[src/bpred_pkg.sv]
// Shared branch predictor definitions: PC width, RV32 opcodes, saturating counter type and values
package bpred_pkg;

    // Width of a PC and of a branch target
    localparam int xlen = 32;

    // RV32 major opcode field
    typedef logic [6:0] opcode_t;

    // Opcodes that steer a predictor update
    // jal and jalr are handled the same way
    localparam opcode_t op_jal    = 7'b1101111;
    localparam opcode_t op_jalr   = 7'b1100111;
    localparam opcode_t op_branch = 7'b1100011;

    // 2-bit saturating direction counter
    // Upper bit is the taken prediction
    typedef logic [1:0] ctr_t;

    // Saturation limits
    localparam ctr_t ctr_strong_nt = 2'd0;
    localparam ctr_t ctr_strong_t  = 2'd3;

    // Counter value held by every PHT entry after reset
    localparam ctr_t ctr_reset = ctr_strong_nt;

endpackage

[src/bpred_btb.sv]
// Direct-mapped branch target buffer with tag, target, jump/branch flags and lookup hit logic
`timescale 1ns/100ps

module bpred_btb import bpred_pkg::*; #(
    parameter int num_btb_entries = 4
) (
    input  logic            clk,
    input  logic            reset_i,

    // Lookup port
    input  logic [xlen-1:0] lookup_pc_i,
    output logic            hit_o,
    output logic            hit_jump_o,
    output logic            hit_branch_o,
    output logic [xlen-1:0] target_o,

    // Write port
    input  logic            wr_en_i,
    input  logic [xlen-1:0] wr_pc_i,
    input  logic [xlen-1:0] wr_target_i,
    input  logic            wr_is_jump_i,
    input  logic            wr_is_branch_i
);

    localparam int idx_bits = $clog2(num_btb_entries);

    // Entry storage
    logic [xlen-1:0] tag_q    [num_btb_entries];
    logic [xlen-1:0] target_q [num_btb_entries];
    logic            jump_q   [num_btb_entries];
    logic            branch_q [num_btb_entries];
    logic [num_btb_entries-1:0] valid_q;

    logic [idx_bits-1:0] lookup_idx;
    logic [idx_bits-1:0] wr_idx;
    logic                tag_match;

    // Word-aligned PCs, so the index skips the two low bits
    assign lookup_idx = lookup_pc_i[idx_bits+1:2];
    assign wr_idx     = wr_pc_i[idx_bits+1:2];

    // Full PC is kept as the tag
    assign tag_match = (tag_q[lookup_idx] == lookup_pc_i);

    assign hit_o        = valid_q[lookup_idx] && tag_match;
    assign hit_jump_o   = hit_o && jump_q[lookup_idx];
    assign hit_branch_o = hit_o && branch_q[lookup_idx];
    assign target_o     = target_q[lookup_idx];

    // Valid bits
    always_ff @(posedge clk) begin
        if (reset_i) begin
            valid_q <= '0;
        end else if (wr_en_i) begin
            valid_q[wr_idx] <= 1'b1;
        end
    end

    // Entry payload, always overwritten on a write so a new target replaces the old one
    always_ff @(posedge clk) begin
        if (wr_en_i) begin
            tag_q[wr_idx]    <= wr_pc_i;
            target_q[wr_idx] <= wr_target_i;
            jump_q[wr_idx]   <= wr_is_jump_i;
            branch_q[wr_idx] <= wr_is_branch_i;
        end
    end

endmodule

[src/bpred_gshare.sv]
// Gshare direction predictor: PHT of saturating counters, global history, index hash and training
`timescale 1ns/100ps

module bpred_gshare import bpred_pkg::*; #(
    parameter int num_ghr_bits = 5
) (
    input  logic                    clk,
    input  logic                    reset_i,

    // Read path
    input  logic [xlen-1:0]         lookup_pc_i,
    output logic [num_ghr_bits-1:0] index_o,
    output logic                    predict_taken_o,

    // History control and training
    input  logic                    ghr_clear_i,
    input  logic                    train_en_i,
    input  logic [num_ghr_bits-1:0] train_index_i,
    input  logic                    train_taken_i
);

    localparam int num_pht_entries = 1 << num_ghr_bits;

    ctr_t                    pht_q [num_pht_entries];
    logic [num_ghr_bits-1:0] ghr_q;
    ctr_t                    train_ctr;
    ctr_t                    train_ctr_next;

    // One saturating step toward the actual outcome
    function automatic ctr_t ctr_step(ctr_t cur, logic taken);
        ctr_t nxt;
        nxt = cur;
        if (taken && cur != ctr_strong_t) begin
            nxt = cur + 2'd1;
        end else if (!taken && cur != ctr_strong_nt) begin
            nxt = cur - 2'd1;
        end
        return nxt;
    endfunction

    // Hash of word-aligned PC with history
    assign index_o         = lookup_pc_i[num_ghr_bits+1:2] ^ ghr_q;
    assign predict_taken_o = pht_q[index_o][1];

    assign train_ctr      = pht_q[train_index_i];
    assign train_ctr_next = ctr_step(train_ctr, train_taken_i);

    // Counter table
    always_ff @(posedge clk) begin
        if (reset_i) begin
            for (int i = 0; i < num_pht_entries; i++) begin
                pht_q[i] <= ctr_reset;
            end
        end else if (train_en_i) begin
            pht_q[train_index_i] <= train_ctr_next;
        end
    end

    // Global history, newest outcome enters at the MSB
    // Clear wins over a shift in the same cycle
    always_ff @(posedge clk) begin
        if (reset_i || ghr_clear_i) begin
            ghr_q <= '0;
        end else if (train_en_i) begin
            ghr_q <= {train_taken_i, ghr_q[num_ghr_bits-1:1]};
        end
    end

endmodule

[src/bpred_next_pc.sv]
// Next fetch address and taken flag selection from BTB and direction predictor results
`timescale 1ns/100ps

module bpred_next_pc import bpred_pkg::*; (
    input  logic [xlen-1:0] pc_i,
    input  logic            hit_i,
    input  logic            hit_jump_i,
    input  logic            hit_branch_i,
    input  logic [xlen-1:0] btb_target_i,
    input  logic            dir_taken_i,
    output logic [xlen-1:0] next_pc_o,
    output logic            taken_o
);

    logic [xlen-1:0] pc_plus4;

    // Sequential fall-through
    assign pc_plus4 = pc_i + xlen'(4);

    always_comb begin
        taken_o   = 1'b0;
        next_pc_o = pc_plus4;
        if (hit_i) begin
            if (hit_jump_i) begin
                // Unconditional, always redirect
                taken_o   = 1'b1;
                next_pc_o = btb_target_i;
            end else if (hit_branch_i) begin
                taken_o = dir_taken_i;
                if (dir_taken_i) begin
                    next_pc_o = btb_target_i;
                end
            end
        end
    end

endmodule

[src/bpred_update_ctrl.sv]
// Four-phase req/ack update receiver with opcode decode and one-cycle table write strobes
`timescale 1ns/100ps

module bpred_update_ctrl import bpred_pkg::*; #(
    parameter int num_ghr_bits = 5
) (
    input  logic                    clk,
    input  logic                    reset_i,

    // Execute-stage update request
    input  logic                    upd_req_i,
    input  logic [xlen-1:0]         upd_pc_i,
    input  opcode_t                 upd_op_i,
    input  logic                    upd_taken_i,
    input  logic [xlen-1:0]         upd_target_i,
    input  logic [num_ghr_bits-1:0] upd_pht_index_i,
    output logic                    upd_ack_o,

    // BTB write port
    output logic                    btb_we_o,
    output logic [xlen-1:0]         btb_pc_o,
    output logic [xlen-1:0]         btb_target_o,
    output logic                    btb_is_jump_o,
    output logic                    btb_is_branch_o,

    // PHT training port
    output logic                    pht_we_o,
    output logic [num_ghr_bits-1:0] pht_index_o,
    output logic                    pht_taken_o
);

    typedef enum logic [1:0] {
        st_idle,
        st_write,
        st_ack
    } state_t;

    state_t state_q;

    // Latched request
    logic [xlen-1:0]         pc_q;
    logic [xlen-1:0]         target_q;
    logic                    taken_q;
    logic [num_ghr_bits-1:0] index_q;
    logic                    is_jump_q;
    logic                    is_branch_q;

    always_ff @(posedge clk) begin
        if (reset_i) begin
            state_q <= st_idle;
        end else begin
            case (state_q)
                st_idle:  if (upd_req_i) state_q <= st_write;
                st_write: state_q <= st_ack;
                // Hold ack until the requester drops req
                st_ack:   if (!upd_req_i) state_q <= st_idle;
                default:  state_q <= st_idle;
            endcase
        end
    end

    // Capture payload and decode the opcode once on acceptance
    always_ff @(posedge clk) begin
        if (state_q == st_idle && upd_req_i) begin
            pc_q        <= upd_pc_i;
            target_q    <= upd_target_i;
            taken_q     <= upd_taken_i;
            index_q     <= upd_pht_index_i;
            is_jump_q   <= (upd_op_i == op_jal) || (upd_op_i == op_jalr);
            is_branch_q <= (upd_op_i == op_branch);
        end
    end

    // Non-control opcodes raise no strobe but still complete the handshake
    assign btb_we_o  = (state_q == st_write) && (is_jump_q || is_branch_q);
    assign pht_we_o  = (state_q == st_write) && is_branch_q;
    assign upd_ack_o = (state_q == st_ack);

    assign btb_pc_o        = pc_q;
    assign btb_target_o    = target_q;
    assign btb_is_jump_o   = is_jump_q;
    assign btb_is_branch_o = is_branch_q;
    assign pht_index_o     = index_q;
    assign pht_taken_o     = taken_q;

endmodule

[src/bpred_top.sv]
// Branch predictor top level: BTB, gshare, next-PC select and update controller
`timescale 1ns/100ps

module bpred_top import bpred_pkg::*; #(
    parameter int num_btb_entries = 4,
    parameter int num_ghr_bits    = 5
) (
    input  logic                    clk,
    input  logic                    reset_i,

    // Fetch lookup
    input  logic [xlen-1:0]         pc_i,
    output logic [xlen-1:0]         pred_next_pc_o,
    output logic                    pred_taken_o,
    output logic [num_ghr_bits-1:0] pht_index_o,

    // Execute-stage feedback
    input  logic                    ghr_clear_i,
    input  logic                    upd_req_i,
    input  logic [xlen-1:0]         upd_pc_i,
    input  opcode_t                 upd_op_i,
    input  logic                    upd_taken_i,
    input  logic [xlen-1:0]         upd_target_i,
    input  logic [num_ghr_bits-1:0] upd_pht_index_i,
    output logic                    upd_ack_o
);

    // Lookup results
    logic            btb_hit;
    logic            btb_hit_jump;
    logic            btb_hit_branch;
    logic [xlen-1:0] btb_target;
    logic            dir_taken;

    // Update strobes and payload
    logic                    btb_we;
    logic [xlen-1:0]         btb_wr_pc;
    logic [xlen-1:0]         btb_wr_target;
    logic                    btb_wr_is_jump;
    logic                    btb_wr_is_branch;
    logic                    pht_we;
    logic [num_ghr_bits-1:0] pht_wr_index;
    logic                    pht_wr_taken;

    bpred_btb #(
        .num_btb_entries (num_btb_entries)
    ) u_btb (
        .clk            (clk),
        .reset_i        (reset_i),
        .lookup_pc_i    (pc_i),
        .hit_o          (btb_hit),
        .hit_jump_o     (btb_hit_jump),
        .hit_branch_o   (btb_hit_branch),
        .target_o       (btb_target),
        .wr_en_i        (btb_we),
        .wr_pc_i        (btb_wr_pc),
        .wr_target_i    (btb_wr_target),
        .wr_is_jump_i   (btb_wr_is_jump),
        .wr_is_branch_i (btb_wr_is_branch)
    );

    bpred_gshare #(
        .num_ghr_bits (num_ghr_bits)
    ) u_gshare (
        .clk             (clk),
        .reset_i         (reset_i),
        .lookup_pc_i     (pc_i),
        .index_o         (pht_index_o),
        .predict_taken_o (dir_taken),
        .ghr_clear_i     (ghr_clear_i),
        .train_en_i      (pht_we),
        .train_index_i   (pht_wr_index),
        .train_taken_i   (pht_wr_taken)
    );

    bpred_next_pc u_next_pc (
        .pc_i         (pc_i),
        .hit_i        (btb_hit),
        .hit_jump_i   (btb_hit_jump),
        .hit_branch_i (btb_hit_branch),
        .btb_target_i (btb_target),
        .dir_taken_i  (dir_taken),
        .next_pc_o    (pred_next_pc_o),
        .taken_o      (pred_taken_o)
    );

    bpred_update_ctrl #(
        .num_ghr_bits (num_ghr_bits)
    ) u_update_ctrl (
        .clk             (clk),
        .reset_i         (reset_i),
        .upd_req_i       (upd_req_i),
        .upd_pc_i        (upd_pc_i),
        .upd_op_i        (upd_op_i),
        .upd_taken_i     (upd_taken_i),
        .upd_target_i    (upd_target_i),
        .upd_pht_index_i (upd_pht_index_i),
        .upd_ack_o       (upd_ack_o),
        .btb_we_o        (btb_we),
        .btb_pc_o        (btb_wr_pc),
        .btb_target_o    (btb_wr_target),
        .btb_is_jump_o   (btb_wr_is_jump),
        .btb_is_branch_o (btb_wr_is_branch),
        .pht_we_o        (pht_we),
        .pht_index_o     (pht_wr_index),
        .pht_taken_o     (pht_wr_taken)
    );

endmodule

[config.mk]
export PLATFORM = sky130hd
export DESIGN_NAME = bpred_top
export DESIGN_NICKNAME = d
export VERILOG_FILES = /design/src/bpred_pkg.sv /design/src/bpred_btb.sv /design/src/bpred_gshare.sv /design/src/bpred_next_pc.sv /design/src/bpred_update_ctrl.sv /design/src/bpred_top.sv
export SDC_FILE = /design/constraint.sdc
export NUM_CORES = 1
export LEC_CHECK = 0
export BUFFER_PORTS_ARGS = -buffer_cell sky130_fd_sc_hd__buf_4
export CORE_MARGIN = 1
export CORE_UTILIZATION = 55
export DETAILED_ROUTE_END_ITERATION = 10
export GPL_TIMING_DRIVEN = 0
export PLACE_DENSITY = 0.81
export SLEW_MARGIN = 20
export SYNTH_ARGS = -nofsm -noshare
export SYNTH_HDL_FRONTEND = slang
export SYNTH_SLANG_ARGS = --single-unit
[constraint.sdc]
create_clock -name clk -period 9.7 [get_ports clk]
set_input_delay 1.94 -clock clk [delete_from_list [all_inputs] [get_ports clk]]
set_output_delay 1.94 -clock clk [all_outputs]
set_load 0.05 [all_outputs]
==> results.cfg <==
[status]
status = finished clean

[floorplanning]
die-width_um = 181
fp.dieH_um = 181
io_pins = 152
rows = 65
core_um2 = 31600
floorplan.initialDensity_pct = 56.0
dieArea_um2 = 32800

[sta]
max_slew_margin_pct = 38.3
post-route-period-util_pct = 78.5
slew_viol_final = 0
worst_pin_slew_ns = 0.925
clock_skew_ns = 0.0162
max_freq_ghz = 0.131
rsz0062_at_grt = false
setup_violations = 0
hold_viol = 0
period_needed_ns = 7.61
fin_hold_ws_ns = 0.467

[synthesis]
netlist_instances = 990
synth-adder-area-share_pct = 0.213
synth-simple-area-share_pct = 6.81
synth_top_family_by_area = multiplexers
ys_seq_area_share_pct = 69.8
yosysWarnings = 0
ys_async_sr_fraction_pct = 0
synthMuxAreaShare_pct = 16.2
ys.flop_type = edfxtp_1
synthXorXnorAreaFrac_pct = 3.12
synth_cell_types = 52
ys_seq_elements = 416
synth_edf_count = 400
synth_area_um2 = 17700
synthesis.nets = 1106
syn_avg_cell_area_um2 = 17.8
synth_compound_area_share_pct = 2.13

[setup_path]
cp.buffers_inverters = 6
critPathArrivalTime_ns = 5.67
crit_family = buffers and inverters
worst_r2r_endpoint = u_gshare.pht_q[25][0]
rr_worst_depth = 11
worstSetupPathType = in2out
crit_path_end_kind = primary output
critPathLaunch = pc_i[3]
crit_required_ns = 7.76
crit_chain = buf_4 -> buf_2 -> buf_2 -> buf_2 -> mux4_2 -> xnor2_1 -> nand2_1 -> nor3_1 -> nand4_1 -> nor4_4 -> buf_6 -> mux2_4 -> buf_4
r2r_setup_slack_ns = 5.43
startpoint_type = primary input
cp_slowest_stage_delay_ns = 0.47
crit_top_cell = buf_2
path_max_fanout = 10
crit_slowest_cell = nor4_4

[power]
p_sw_w = 0.000925
power.density_nw_per_um2 = 196
power_leakage_nw = 7.36
p_int_w = 0.00319
sw_frac_of_total_pct = 22.5
ir_drop_v = 0.000136
seq_power_share_pct = 50.0
p_clk_share_pct = 40.4
power_frac_comb_pct = 9.5

[global_route]
antenna_found_initial = 1
grt_pass1_wl_um = 59400
grt_max_degree = 35
grtUsageTotal_pct = 24.4
first_global_vias = 10200
grt_overflow = 0

[detailed_routing]
drt_wl_total_um = 39500
firstDrtPassIters = 5
wl_per_cell_um = 24.0
vias_per_cell = 6.11
drt_iter0_drc = 1085
drc = 0
ant_nets = 0
num_vias = 10100

[cells_and_area]
nets = 1326
final_cell_mix = edfxtp_1, buf_4, mux4_2
final_common_cell = edfxtp_1
layout-drive-gt1-share_pct = 30.9
num-fill-cells = 2057
syn2layout_area_growth_pct = 18.9
final_util_pct = 66.6

[cts]
clk_latency_ns = 0.53
cts.clk_slew.worst_paths_ns = 0.06
clockBufferDepth = 3
cts_resized = 0
numCtsBuffers = 42
ctsHoldBuffers = 0
post-cts-setup-buffers = 0
cts_tree = yes
root_buffer = clkbuf_16
clock-sinks = 416
htree_levels = 2

[min_path]
min-delay-start = u_btb.valid_q[1]
holdPathStages = 2
hold_path.class = reg2reg
min_delay_worst_endpoint = u_btb.valid_q[1]

[placed_design]
place_congestion = 0.855
place_hpwl_um = 27600
io_buffers = 144

[run]
max_cap_viol_count = 0
routing by layer:
layer	track usage [%]	up-vias	part of all wire, %
li1	-	4377	-
met1	33.0	5048	40
met2	39.9	534	48
met3	4.70	98	8.7
met4	8.81	0	3.5
met5	0	-	0
final cells by class:
| type | instances | area [um^2] | share of cell area [%] |
|---|---|---|---|
| tap | 402 | 503 | 2.39 |
| buffer | 54 | 270 | 1.29 |
| clock inverter | 23 | 292 | 1.39 |
| inverter | 9 | 33.8 | 0.161 |
| clock buffer | 53 | 1120 | 5.35 |
| antenna | 1 | 2.50 | 0.0119 |
| multi-input combinational | 511 | 5050 | 24.0 |
| timing repair buffer | 176 | 1400 | 6.65 |
| sequential | 416 | 12300 | 58.7 |
sequential cells by signal, summed over array words and instances, names as in the netlist, named ones only:
name / count
u_btb.branch_q: 4
u_btb.jump_q: 4
u_btb.tag_q: 128
u_btb.target_q: 128
u_btb.valid_q: 4
u_gshare.ghr_q: 5
u_gshare.pht_q: 64
u_update_ctrl.btb_is_branch_o: 1
u_update_ctrl.btb_is_jump_o: 1
u_update_ctrl.btb_pc_o: 32
u_update_ctrl.btb_target_o: 32
u_update_ctrl.pht_index_o: 5
u_update_ctrl.pht_taken_o: 1
u_update_ctrl.state_q: 2
tightest hold or removal path: cells and delay by family, from the launching register on:
kind	cells	cell delay, ns
simple gates	2	0.12
flops	1	0.32
cells in the mapped netlist, drive strengths merged (16+ instances only):
cell type	instances	area, um^2
buf	28	173
clkbuf	26	97.6
dfxtp	16	320
edfxtp	400	12000
mux2	39	548
mux2i	38	380
mux4	83	1930
nand2	37	139
nand2b	19	119
nand3	20	100
nor2	60	225
nor3	48	240
o21bai	16	120
xnor2	38	333
xor2	21	218
power by group through the flow:
| stage | registers [W] | logic (W) | clock network [W] |
|---|---|---|---|
| after floorplan | 0.00209 | 0.000245 | 0 |
| after global placement | 0.00210 | 0.000372 | 0 |
| after detailed placement | 0.00210 | 0.000388 | 0 |
| after CTS | 0.00206 | 0.000391 | 0.00168 |
| after global routing | 0.00207 | 0.000415 | 0.00175 |
| final | 0.00206 | 0.000393 | 0.00166 |
kinds of logic (layout without fill, tap and decap cells):
family,Yosys count,count (layout)
and+or+nand+nor,237,237
adders and majority gates,3,3
other,0,1
xor gates and xnor gates,59,59
muxes,160,160
AOI/OAI and AO/OA,52,52
buffers and inverters,63,315
DFF,416,416
how the worst max path moves through the flow:
stage               depth (start not counted)  slack [ns]            endpoint
finish                                     13        2.09   pred_next_pc_o[1]
global route                               13        1.74  pred_next_pc_o[31]
CTS                                        13        2.12   pred_next_pc_o[1]
detailed placement                         13        2.12  pred_next_pc_o[31]
global placement                            3       -2.64            register
floorplan                                   2        1.26            register
metrics by stage:
step | worst slack [ns] | cell area [um^2] | instances | power, W | TNS [ns]
floorplan | 1.26 | 17700 | 990 | 0.00233 | 0
global placement | -2.64 | 19200 | 1536 | 0.00247 | -181.53
detailed placement | 2.12 | 19600 | 1568 | 0.00249 | 0
CTS | 2.12 | 21000 | 1644 | 0.00413 | 0
global route | 1.74 | 21000 | 1645 | 0.00423 | 0
finish | 2.09 | 21000 | 1645 | 0.00412 | 0
No activity file was read; power rests on OpenSTA's default activity.
